File: src/cpu_pkg.sv
// shared widths, opcodes, instruction layout and FSM encoding for the 16-bit core
// instruction and data memories are 128 words each, so every address wraps mod 128
// the immediate field overlaps rd and func and is read through the union views

`default_nettype none

package cpu_pkg;

    localparam int DATA_W    = 16;
    localparam int REG_COUNT = 16;
    localparam int MEM_DEPTH = 128;
    localparam int PC_W      = 7;
    localparam int MULT_LAT  = 2;

    // write-back source select
    localparam logic [1:0] WB_SRC_ALU  = 2'd0;
    localparam logic [1:0] WB_SRC_MULT = 2'd1;
    localparam logic [1:0] WB_SRC_MEM  = 2'd2;

    typedef logic signed [DATA_W-1:0] word_t;
    typedef logic [3:0]               reg_idx_t;
    typedef logic [PC_W-1:0]          mem_addr_t;

    typedef enum logic [2:0] {
        OP_RTYPE  = 3'd0,
        OP_MULSLT = 3'd1,
        OP_STORE  = 3'd2,
        OP_LOAD   = 3'd3,
        OP_JUMP   = 3'd4,
        OP_BEQ    = 3'd5
    } opcode_e;

    // three views of one instruction word
    typedef struct packed {
        opcode_e  opcode;
        reg_idx_t rs;
        reg_idx_t rt;
        reg_idx_t rd;
        logic     func;
    } instr_r_t;

    typedef struct packed {
        opcode_e           opcode;
        reg_idx_t          rs;
        reg_idx_t          rt;
        logic signed [4:0] imm;
    } instr_i_t;

    typedef struct packed {
        opcode_e     opcode;
        logic [12:0] addr;
    } instr_j_t;

    typedef union packed {
        instr_r_t r;
        instr_i_t i;
        instr_j_t j;
    } instr_t;

    typedef enum logic [2:0] {
        ST_IDLE,
        ST_FETCH,
        ST_DECODE,
        ST_EXEC,
        ST_MULT,
        ST_MEM,
        ST_WB
    } ctrl_state_e;

endpackage

`default_nettype wire

File: src/cpu_alu.sv
// registered ALU: add, sub, signed slt and the rs+imm address add
// multiply keeps only the low 16 bits, split over two register stages
// result is valid one cycle after alu_go, product two cycles after

`default_nettype none
`timescale 1ns/10ps

module cpu_alu
    import cpu_pkg::*;
(
    input  logic              clk,
    input  logic              rst_n,
    input  logic              alu_go,
    input  opcode_e           opcode,
    input  logic              func,
    input  logic signed [4:0] imm,
    input  word_t             rs_data,
    input  word_t             rt_data,
    output word_t             alu_result,
    output word_t             product,
    output logic              regs_equal
);

    logic [DATA_W-1:0] a_u;
    logic [DATA_W-1:0] b_u;
    logic [DATA_W-1:0] pp_lo;
    logic [7:0]        pp_hi;
    logic              mult_s1;

    assign a_u        = rs_data;
    assign b_u        = rt_data;
    assign regs_equal = (rs_data == rt_data);

    always_ff @(posedge clk) begin
        if (alu_go) begin
            case (opcode)
                OP_RTYPE:  alu_result <= func ? rs_data + rt_data : rs_data - rt_data;
                OP_MULSLT: alu_result <= (rs_data < rt_data) ? word_t'(1) : word_t'(0);
                default:   alu_result <= rs_data + word_t'(imm);
            endcase
        end
    end

    // ########################################################################
    // two-stage multiply
    // ########################################################################
    // stage 1: partial products on the low and high byte of rt
    // two's complement low half is the same as the unsigned low half
    always_ff @(posedge clk) begin
        if (alu_go) begin
            pp_lo <= a_u * b_u[7:0];
            pp_hi <= a_u[7:0] * b_u[15:8];
        end
    end

    always_ff @(posedge clk or negedge rst_n) begin
        if (!rst_n) begin
            mult_s1 <= 1'b0;
        end else begin
            mult_s1 <= alu_go && (opcode == OP_MULSLT) && !func;
        end
    end

    // stage 2: recombine
    always_ff @(posedge clk) begin
        if (mult_s1) begin
            product <= pp_lo + {pp_hi, 8'h00};
        end
    end

endmodule

`default_nettype wire

File: src/cpu_control.sv
// sequencing FSM of the multi-cycle core: fetch, decode, execute, write-back
// load port writes are honoured only in idle; start is ignored once running
// the core never halts, busy stays high until reset

`default_nettype none
`timescale 1ns/10ps

module cpu_control
    import cpu_pkg::*;
(
    input  logic       clk,
    input  logic       rst_n,
    input  logic       load_valid,
    input  logic       load_to_data,
    input  logic       start,
    input  opcode_e    opcode,
    input  logic       func,
    output logic       busy,
    output logic       imem_load_we,
    output logic       dmem_load_we,
    output logic       ram_load_sel,
    output logic       dmem_core_we,
    output logic       ir_load,
    output logic       rf_read,
    output logic       alu_go,
    output logic       pc_step,
    output logic       pc_clear,
    output logic       rf_we,
    output logic [1:0] rf_we_src,
    output logic       retire_valid
);

    ctrl_state_e state;
    ctrl_state_e state_nx;
    logic [1:0]  mult_cnt;
    logic        mult_done;
    logic        is_mult;
    logic        is_mem_op;
    logic        writes_reg;

    assign is_mult    = (opcode == OP_MULSLT) && !func;
    assign is_mem_op  = (opcode == OP_LOAD) || (opcode == OP_STORE);
    assign writes_reg = (opcode == OP_RTYPE) || (opcode == OP_MULSLT) || (opcode == OP_LOAD);
    assign mult_done  = (mult_cnt == 2'(MULT_LAT - 2));

    // ########################################################################
    // state register and next state
    // ########################################################################
    always_ff @(posedge clk or negedge rst_n) begin
        if (!rst_n) begin
            state <= ST_IDLE;
        end else begin
            state <= state_nx;
        end
    end

    // extra multiply cycles beyond the first MULT cycle
    always_ff @(posedge clk or negedge rst_n) begin
        if (!rst_n) begin
            mult_cnt <= '0;
        end else if (state == ST_MULT) begin
            mult_cnt <= mult_cnt + 2'd1;
        end else begin
            mult_cnt <= '0;
        end
    end

    always_comb begin
        state_nx = state;
        case (state)
            ST_IDLE: begin
                if (start) begin
                    state_nx = ST_FETCH;
                end
            end
            ST_FETCH:  state_nx = ST_DECODE;
            ST_DECODE: state_nx = ST_EXEC;
            ST_EXEC: begin
                if (is_mult) begin
                    state_nx = ST_MULT;
                end else if (is_mem_op) begin
                    state_nx = ST_MEM;
                end else begin
                    state_nx = ST_WB;
                end
            end
            ST_MULT: begin
                if (mult_done) begin
                    state_nx = ST_WB;
                end
            end
            ST_MEM:  state_nx = ST_WB;
            ST_WB:   state_nx = ST_FETCH;
            default: state_nx = ST_IDLE;
        endcase
    end

    // ########################################################################
    // strobes and selects
    // ########################################################################
    assign busy         = (state != ST_IDLE);
    assign ram_load_sel = (state == ST_IDLE);
    assign imem_load_we = ram_load_sel && load_valid && !load_to_data;
    assign dmem_load_we = ram_load_sel && load_valid && load_to_data;
    assign dmem_core_we = (state == ST_MEM) && (opcode == OP_STORE);

    assign ir_load  = (state == ST_FETCH);
    assign rf_read  = (state == ST_DECODE);
    assign alu_go   = (state == ST_EXEC);
    assign pc_clear = (state == ST_IDLE) && start;

    // pc moves on the last cycle before WB so retire_pc already shows the next pc
    assign pc_step = (state != ST_WB) && (state_nx == ST_WB);

    assign rf_we        = (state == ST_WB) && writes_reg;
    assign rf_we_src    = is_mult ? WB_SRC_MULT :
                          (opcode == OP_LOAD) ? WB_SRC_MEM : WB_SRC_ALU;
    assign retire_valid = (state == ST_WB);

endmodule

`default_nettype wire

File: src/cpu_top.sv
// 16-bit multi-cycle core with on-chip instruction and data RAMs
// fill both RAMs through the load port while idle, then pulse start
// execution begins at address 0; retire_valid marks each finished instruction
// retire_pc is the pc of the next instruction, wb_* mirror the register write

`default_nettype none
`timescale 1ns/10ps

module cpu_top
    import cpu_pkg::*;
(
    input  logic      clk,
    input  logic      rst_n,
    input  logic      load_valid,
    input  logic      load_to_data,
    input  mem_addr_t load_addr,
    input  word_t     load_data,
    input  logic      start,
    output logic      busy,
    output logic      retire_valid,
    output mem_addr_t retire_pc,
    output logic      wb_valid,
    output reg_idx_t  wb_reg,
    output word_t     wb_data
);

    // instruction register is the registered imem output
    instr_t     instr;
    mem_addr_t  pc;
    word_t      rs_data;
    word_t      rt_data;
    word_t      alu_result;
    word_t      product;
    word_t      mem_rdata;
    logic       imem_load_we;
    logic       dmem_load_we;
    logic       ram_load_sel;
    logic       dmem_core_we;
    logic       rf_read;
    logic       rf_we;
    logic [1:0] rf_we_src;
    logic       alu_go;
    logic       pc_step;
    logic       pc_clear;
    logic       regs_equal;

    assign retire_pc = pc;
    assign wb_valid  = rf_we;

    cpu_control u_control (
        .clk          (clk),
        .rst_n        (rst_n),
        .load_valid   (load_valid),
        .load_to_data (load_to_data),
        .start        (start),
        .opcode       (instr.r.opcode),
        .func         (instr.r.func),
        .busy         (busy),
        .imem_load_we (imem_load_we),
        .dmem_load_we (dmem_load_we),
        .ram_load_sel (ram_load_sel),
        .dmem_core_we (dmem_core_we),
        .ir_load      (),
        .rf_read      (rf_read),
        .alu_go       (alu_go),
        .pc_step      (pc_step),
        .pc_clear     (pc_clear),
        .rf_we        (rf_we),
        .rf_we_src    (rf_we_src),
        .retire_valid (retire_valid)
    );

    pc_unit u_pc (
        .clk        (clk),
        .rst_n      (rst_n),
        .pc_clear   (pc_clear),
        .pc_step    (pc_step),
        .opcode     (instr.r.opcode),
        .jump_addr  (instr.j.addr),
        .imm        (instr.i.imm),
        .regs_equal (regs_equal),
        .pc         (pc)
    );

    reg_file u_rf (
        .clk        (clk),
        .rst_n      (rst_n),
        .rf_read    (rf_read),
        .rs         (instr.r.rs),
        .rt         (instr.r.rt),
        .rd         (instr.r.rd),
        .rs_data    (rs_data),
        .rt_data    (rt_data),
        .rf_we      (rf_we),
        .rf_we_src  (rf_we_src),
        .alu_result (alu_result),
        .product    (product),
        .mem_rdata  (mem_rdata),
        .wr_idx     (wb_reg),
        .wr_data    (wb_data)
    );

    cpu_alu u_alu (
        .clk        (clk),
        .rst_n      (rst_n),
        .alu_go     (alu_go),
        .opcode     (instr.r.opcode),
        .func       (instr.r.func),
        .imm        (instr.i.imm),
        .rs_data    (rs_data),
        .rt_data    (rt_data),
        .alu_result (alu_result),
        .product    (product),
        .regs_equal (regs_equal)
    );

    word_ram #(.payload_t(instr_t)) u_imem (
        .clk       (clk),
        .load_sel  (ram_load_sel),
        .load_we   (imem_load_we),
        .load_addr (load_addr),
        .load_data (load_data),
        .core_we   (1'b0),
        .core_addr (pc),
        .core_data ('0),
        .rdata     (instr)
    );

    // data address is rs+imm taken mod 128
    word_ram #(.payload_t(word_t)) u_dmem (
        .clk       (clk),
        .load_sel  (ram_load_sel),
        .load_we   (dmem_load_we),
        .load_addr (load_addr),
        .load_data (load_data),
        .core_we   (dmem_core_we),
        .core_addr (alu_result[PC_W-1:0]),
        .core_data (rt_data),
        .rdata     (mem_rdata)
    );

endmodule

`default_nettype wire

File: src/pc_unit.sv
// program counter, word addressed, all arithmetic wraps mod 128
// jump takes bits 7 to 1 of the 13-bit address field

`default_nettype none
`timescale 1ns/10ps

module pc_unit
    import cpu_pkg::*;
(
    input  logic              clk,
    input  logic              rst_n,
    input  logic              pc_clear,
    input  logic              pc_step,
    input  opcode_e           opcode,
    input  logic [12:0]       jump_addr,
    input  logic signed [4:0] imm,
    input  logic              regs_equal,
    output mem_addr_t         pc
);

    mem_addr_t pc_inc;

    assign pc_inc = pc + mem_addr_t'(1);

    always_ff @(posedge clk or negedge rst_n) begin
        if (!rst_n) begin
            pc <= '0;
        end else if (pc_clear) begin
            pc <= '0;
        end else if (pc_step) begin
            case (opcode)
                OP_JUMP: pc <= jump_addr[PC_W:1];
                // branch offset is relative to pc+1
                OP_BEQ:  pc <= regs_equal ? pc_inc + mem_addr_t'(imm) : pc_inc;
                default: pc <= pc_inc;
            endcase
        end
    end

endmodule

`default_nettype wire

File: src/reg_file.sv
// sixteen signed registers, r0 is ordinary and writable
// operands are latched on rf_read and hold until the next read
// the write-back mux sits here; load writes rt, the rest write rd

`default_nettype none
`timescale 1ns/10ps

module reg_file
    import cpu_pkg::*;
(
    input  logic       clk,
    input  logic       rst_n,
    input  logic       rf_read,
    input  reg_idx_t   rs,
    input  reg_idx_t   rt,
    input  reg_idx_t   rd,
    output word_t      rs_data,
    output word_t      rt_data,
    input  logic       rf_we,
    input  logic [1:0] rf_we_src,
    input  word_t      alu_result,
    input  word_t      product,
    input  word_t      mem_rdata,
    output reg_idx_t   wr_idx,
    output word_t      wr_data
);

    word_t regs [REG_COUNT];

    assign wr_idx = (rf_we_src == WB_SRC_MEM) ? rt : rd;

    always_comb begin
        case (rf_we_src)
            WB_SRC_MULT: wr_data = product;
            WB_SRC_MEM:  wr_data = mem_rdata;
            default:     wr_data = alu_result;
        endcase
    end

    always_ff @(posedge clk or negedge rst_n) begin
        if (!rst_n) begin
            for (int i = 0; i < REG_COUNT; i++) begin
                regs[i] <= '0;
            end
        end else if (rf_we) begin
            regs[wr_idx] <= wr_data;
        end
    end

    // operand latch for EXEC
    always_ff @(posedge clk) begin
        if (rf_read) begin
            rs_data <= regs[rs];
            rt_data <= regs[rt];
        end
    end

endmodule

`default_nettype wire

File: src/word_ram.sv
// single-port synchronous RAM of MEM_DEPTH words, read latency one cycle
// load_sel hands address, data and write enable to the load side
// read-before-write on the same address; contents are not reset

`default_nettype none
`timescale 1ns/10ps

module word_ram
    import cpu_pkg::*;
#(
    parameter type payload_t = word_t
) (
    input  logic      clk,
    input  logic      load_sel,
    input  logic      load_we,
    input  mem_addr_t load_addr,
    input  payload_t  load_data,
    input  logic      core_we,
    input  mem_addr_t core_addr,
    input  payload_t  core_data,
    output payload_t  rdata
);

    payload_t  mem [MEM_DEPTH];
    mem_addr_t addr;
    payload_t  wdata;
    logic      we;

    assign addr  = load_sel ? load_addr : core_addr;
    assign wdata = load_sel ? load_data : core_data;
    assign we    = load_sel ? load_we : core_we;

    always_ff @(posedge clk) begin
        if (we) begin
            mem[addr] <= wdata;
        end
        rdata <= mem[addr];
    end

endmodule

`default_nettype wire
File: config.mk
export PLATFORM = sky130hd
export DESIGN_NAME = cpu_top
export DESIGN_NICKNAME = d
export VERILOG_FILES = /design/src/cpu_pkg.sv /design/src/cpu_alu.sv /design/src/cpu_control.sv /design/src/cpu_top.sv /design/src/pc_unit.sv /design/src/reg_file.sv /design/src/word_ram.sv
export SDC_FILE = /design/constraint.sdc
export NUM_CORES = 2
export LEC_CHECK = 0
export BUFFER_PORTS_ARGS = -buffer_cell sky130_fd_sc_hd__buf_4
export CORE_MARGIN = 4
export CORE_UTILIZATION = 30
export DETAILED_ROUTE_END_ITERATION = 10
export GPL_ROUTABILITY_DRIVEN = 0
export PLACE_DENSITY = 0.4
export SKIP_LAST_GASP = 1
export SLEW_MARGIN = 20
export SYNTH_ARGS = -nofsm -noshare
export SYNTH_HDL_FRONTEND = slang
export SYNTH_SLANG_ARGS = --single-unit
File: constraint.sdc
create_clock -name clk -period 11.2 [get_ports clk]
set_input_delay 0.56 -clock clk [delete_from_list [all_inputs] [get_ports clk]]
set_output_delay 0.56 -clock clk [all_outputs]
set_load 0.01 [all_outputs]
==> run summary <==
# DRC: 0
multi-input gate area in the final layout: 37500 µm²
buffer type at the clock tree root: clkbuf_16
Post-DRT Antenna Nets: 0
worst-path fanout max: 99
number of nets produced by synthesis: 10300
largest registers ranked by flip-flop count: u_dmem.mem: 2048 flops, u_imem.mem: 2048 flops, u_rf.regs: 256 flops
portion of the post-synthesis area used by sequential elements: 77.2%
Max Transition Viols Final: 0
standard cell with the maximum stage delay on the critical path: nor4_1
I/O pin cnt: 58
worst slew margin relative to its limit: 12.2%
post-synthesis instance total: 10000
setup clock skew after layout: 0.0711 ns
family with the most delay on the worst path: simple AND/OR/NAND/NOR gates
Synth Area in Simple Gates: 3.11%
Starting Density: 30.1%
TritonCTS clock tree: yes
Die Height: 766 µm
clock tree buffer depth: 4
final setup TNS: 0 ns
Die ar.: 587000 µm²
list of cells traversed by the critical path: nor3_4 -> buf_4 -> mux2i_2 -> buf_4 -> and2_4 -> buf_12 -> buf_12 -> a22o_1 -> a221oi_1 -> a31oi_1 -> nor4_1 -> nand4_1
FF+latch area: 133000 µm²
drt first pass iters: 6
Syn-to-layout area delta: 17.1%
Wirelength per Cell: 34.4 µm
global-route track usage on met1: 30.1%
number of buffer and inverter instances along the worst setup path: 4
Std-Cell Core Area: 573000 µm²
unrepaired setup endpoints after global routing: no
first-pass GRT wire length: 866000 µm
fraction of synthesized area in multiplexers: 2.23%
clock net sink count: 4485
dominant cell type by area after synthesis: edfxtp_1
worst setup timing slack at the placement stage: 5.51 ns
slew at the pin closest to its max-slew limit: 1.30 ns
compound-gate portion of the synthesized area: 13.4%
H-tree levels: 6
Lkg Pwr: 63.6 nW
Hold Vio Cnt, Final: 0
sort of element at the start of the critical path: flop
Warnings, synthesis: 0
Worst Setup Path Type: reg -> reg
worst path setup slack after routing: 5.27 ns
main combinational cell family by area after synthesis: compound AO/OA/AOI/OAI gates
x dimension of the die: 766 µm
number of DRC markers after the initial detailed-route iteration: 10700
required time of the critical path: 12.07 ns
Netlist cell types: 86
area of the mapped netlist: 172000 µm²
arrival time of the worst setup path: 6.80 ns
HPWL Detailed: 384000 µm
number of fill cells in the layout: 53600
count of buffers added by post-CTS timing repair for setup: 0
Global Route met2 Usage: 33.1%
busiest metal layer after global routing: met2
final core utilization: 35.2%
maximum vdd ir drop: 444 µV
number of antenna violations at the first check in global routing: 34
clk_lat worst skew: 1.07 ns
run status: complete, no violations
Worst setup EP type: flop
fraction of final layout cells sized beyond drive strength 1: 16.5%
Final min period: 5.93 ns
total of max-cap violations: 0
xor and xnor fraction of the mapped netlist area: 0.406%
number of buffers created by CTS: 519
adder-cell share of the synthesized area: 1.63%
final number of setup-violating endpoints: 0
Max Clk Rate: 0.169 GHz
post-route clock period utilization: 52.9%
count of buffers inserted at the top-level ports: 57
WL final: 635000 µm
clock slew at reported path FFs: 0.06 ns
EDFF count, synth: 4184
areal power density over the cells: 295 nW/µm²
Post-Synthesis Mean Instance Area: 17.2 µm²
vias per inst: 5.54
total track usage: 20.8%
GR met3 Demand/Resource: 2.91%
worst hold-check path type: in -> async
slowest cell delay on critical path: 1.13 ns
leading post-synthesis cells by cell area: edfxtp_1, a22oi_1, dfrtp_1, mux4_2, a221oi_1
via count of the first global-routing pass: 100000
most common flop cell mapped by yosys: edfxtp_1
via count: 102000
Std-Cell Rows: 278
NumNets Final: 10700
pin count of the biggest net entering global routing: 100
post-synthesis register bit count: 4485
Synth top area share: 72.9%
proportion of register bits with asynchronous set or reset after synthesis: 6.00%
total congestion overflow after global routing: 0
-- per-layer routing --
metal / up-vias / wire length (µm)
met5: - / 62
met4: 10 / 16700
met3: 759 / 38600
met2: 3920 / 295000
met1: 55000 / 285000
li1: 42400 / -
-- final timing paths --
kind	startpoint	slack (ns)	endpoint	depth (start not counted)
setup / recovery	u_control.state[0]$_DFF_PN0_	5.27	u_imem.rdata[5]$_DFF_P_	12
hold / removal	rst_n	0.11	u_rf.regs[135]$_DFFE_PN0P_	3
setup reg to reg	u_control.state[0]$_DFF_PN0_	5.27	u_imem.rdata[5]$_DFF_P_	12
hold reg to reg	u_alu.pp_lo[7]$_DFFE_PP_	0.41	u_alu.product[7]$_DFFE_PP_	0
max in group asynchronous	rst_n	10.22	u_alu.mult_s1$_DFF_PN0_	3
min in group clk	load_data[0]	0.14	u_imem.mem[106][0]$_DFFE_PP_	2
-- power breakdown --
group	switching (mW)	internal [mW]	total (mW)
clock	7.10	9.44	16.5
sequential	0.849	21.2	22.0
combinational	14.7	6.35	21.0
-- cells in the final DEF, fill, tap and decap left out, drive strengths merged, types with 101 or more instances in the layout --
cell type / n
a21oi: 266
a221oi: 386
a22o: 373
a22oi: 1255
a31oi: 388
a41oi: 110
buf: 547
clkbuf: 664
clkinv: 206
dfrtp: 269
edfxtp: 4184
ha: 101
inv: 192
mux4: 160
nand2: 267
nor2: 522
o21ai: 144
-- repair_timing --
item	4_1_cts	5_1_grt
gates resized for setup	0	0
hold buffers	9	0
hold endpoints to repair	79	0
-- Yosys cell counts, drive strengths merged, types with 7 or more instances --
cell and n:
o21ai 144, nor2 522, mux2i 13, or2 9, and2 96, a41oi 110, fa 77, ha 101
o22ai 19, nand2 267, o21bai 10, xnor2 58, dfrtp 269, nor2b 13, nor4 94, a21oi 266
a22o 373, nand4 42, nand2b 19, a22oi 1255, a222oi 11, o41ai 9, nor3 25, a32o 20
nand3 23, or4 16, o21a 7, mux4 160, buf 369, clkbuf 307, mux2 10, inv 169
a31oi 388, a21o 40, a2111oi 11, o211ai 7, a221oi 386, o31ai 7, and3 19, edfxtp 4184
xor2 22, dfxtp 32
-- cell families (layout without fill, tap and decap cells) --
group	count (synthesis)	in the layout
DFF	4485	4485
AOI/OAI and AO/OA	3105	3105
and+or+nand+nor	1168	1168
buffers and inverters	845	1650
muxes	183	183
adders and majority gates	178	178
xor gates and xnor gates	80	80
other	0	19
-- metrics by stage --
step                power (mW)  std cells  area (µm²)  hold slack [ns]
CTS                       60.1      18400      202000           0.0484
global route              62.1      18400      202000           0.0844
detailed placement        43.5      17500      185000            0.406
finish                    59.6      18400      202000            0.111
floorplan                 33.7      10000      172000            0.264
global placement          43.3      17500      184000            0.408
-- tightest hold or removal path, delay by kind of cell --
kind	cells	cell delay (ns)
buf+inv	3	0.99
-- layout make-up --
type	instances	area share, %
sequential	4485	65.9
multi-input combinational	4714	18.6
clock buffer	664	6.86
tap	7560	4.69
timing repair buffer	555	2.24
clock inverter	262	1.36
inverter	169	0.314
antenna	19	0.0236
No activity file was read; power rests on OpenSTA's default activity.
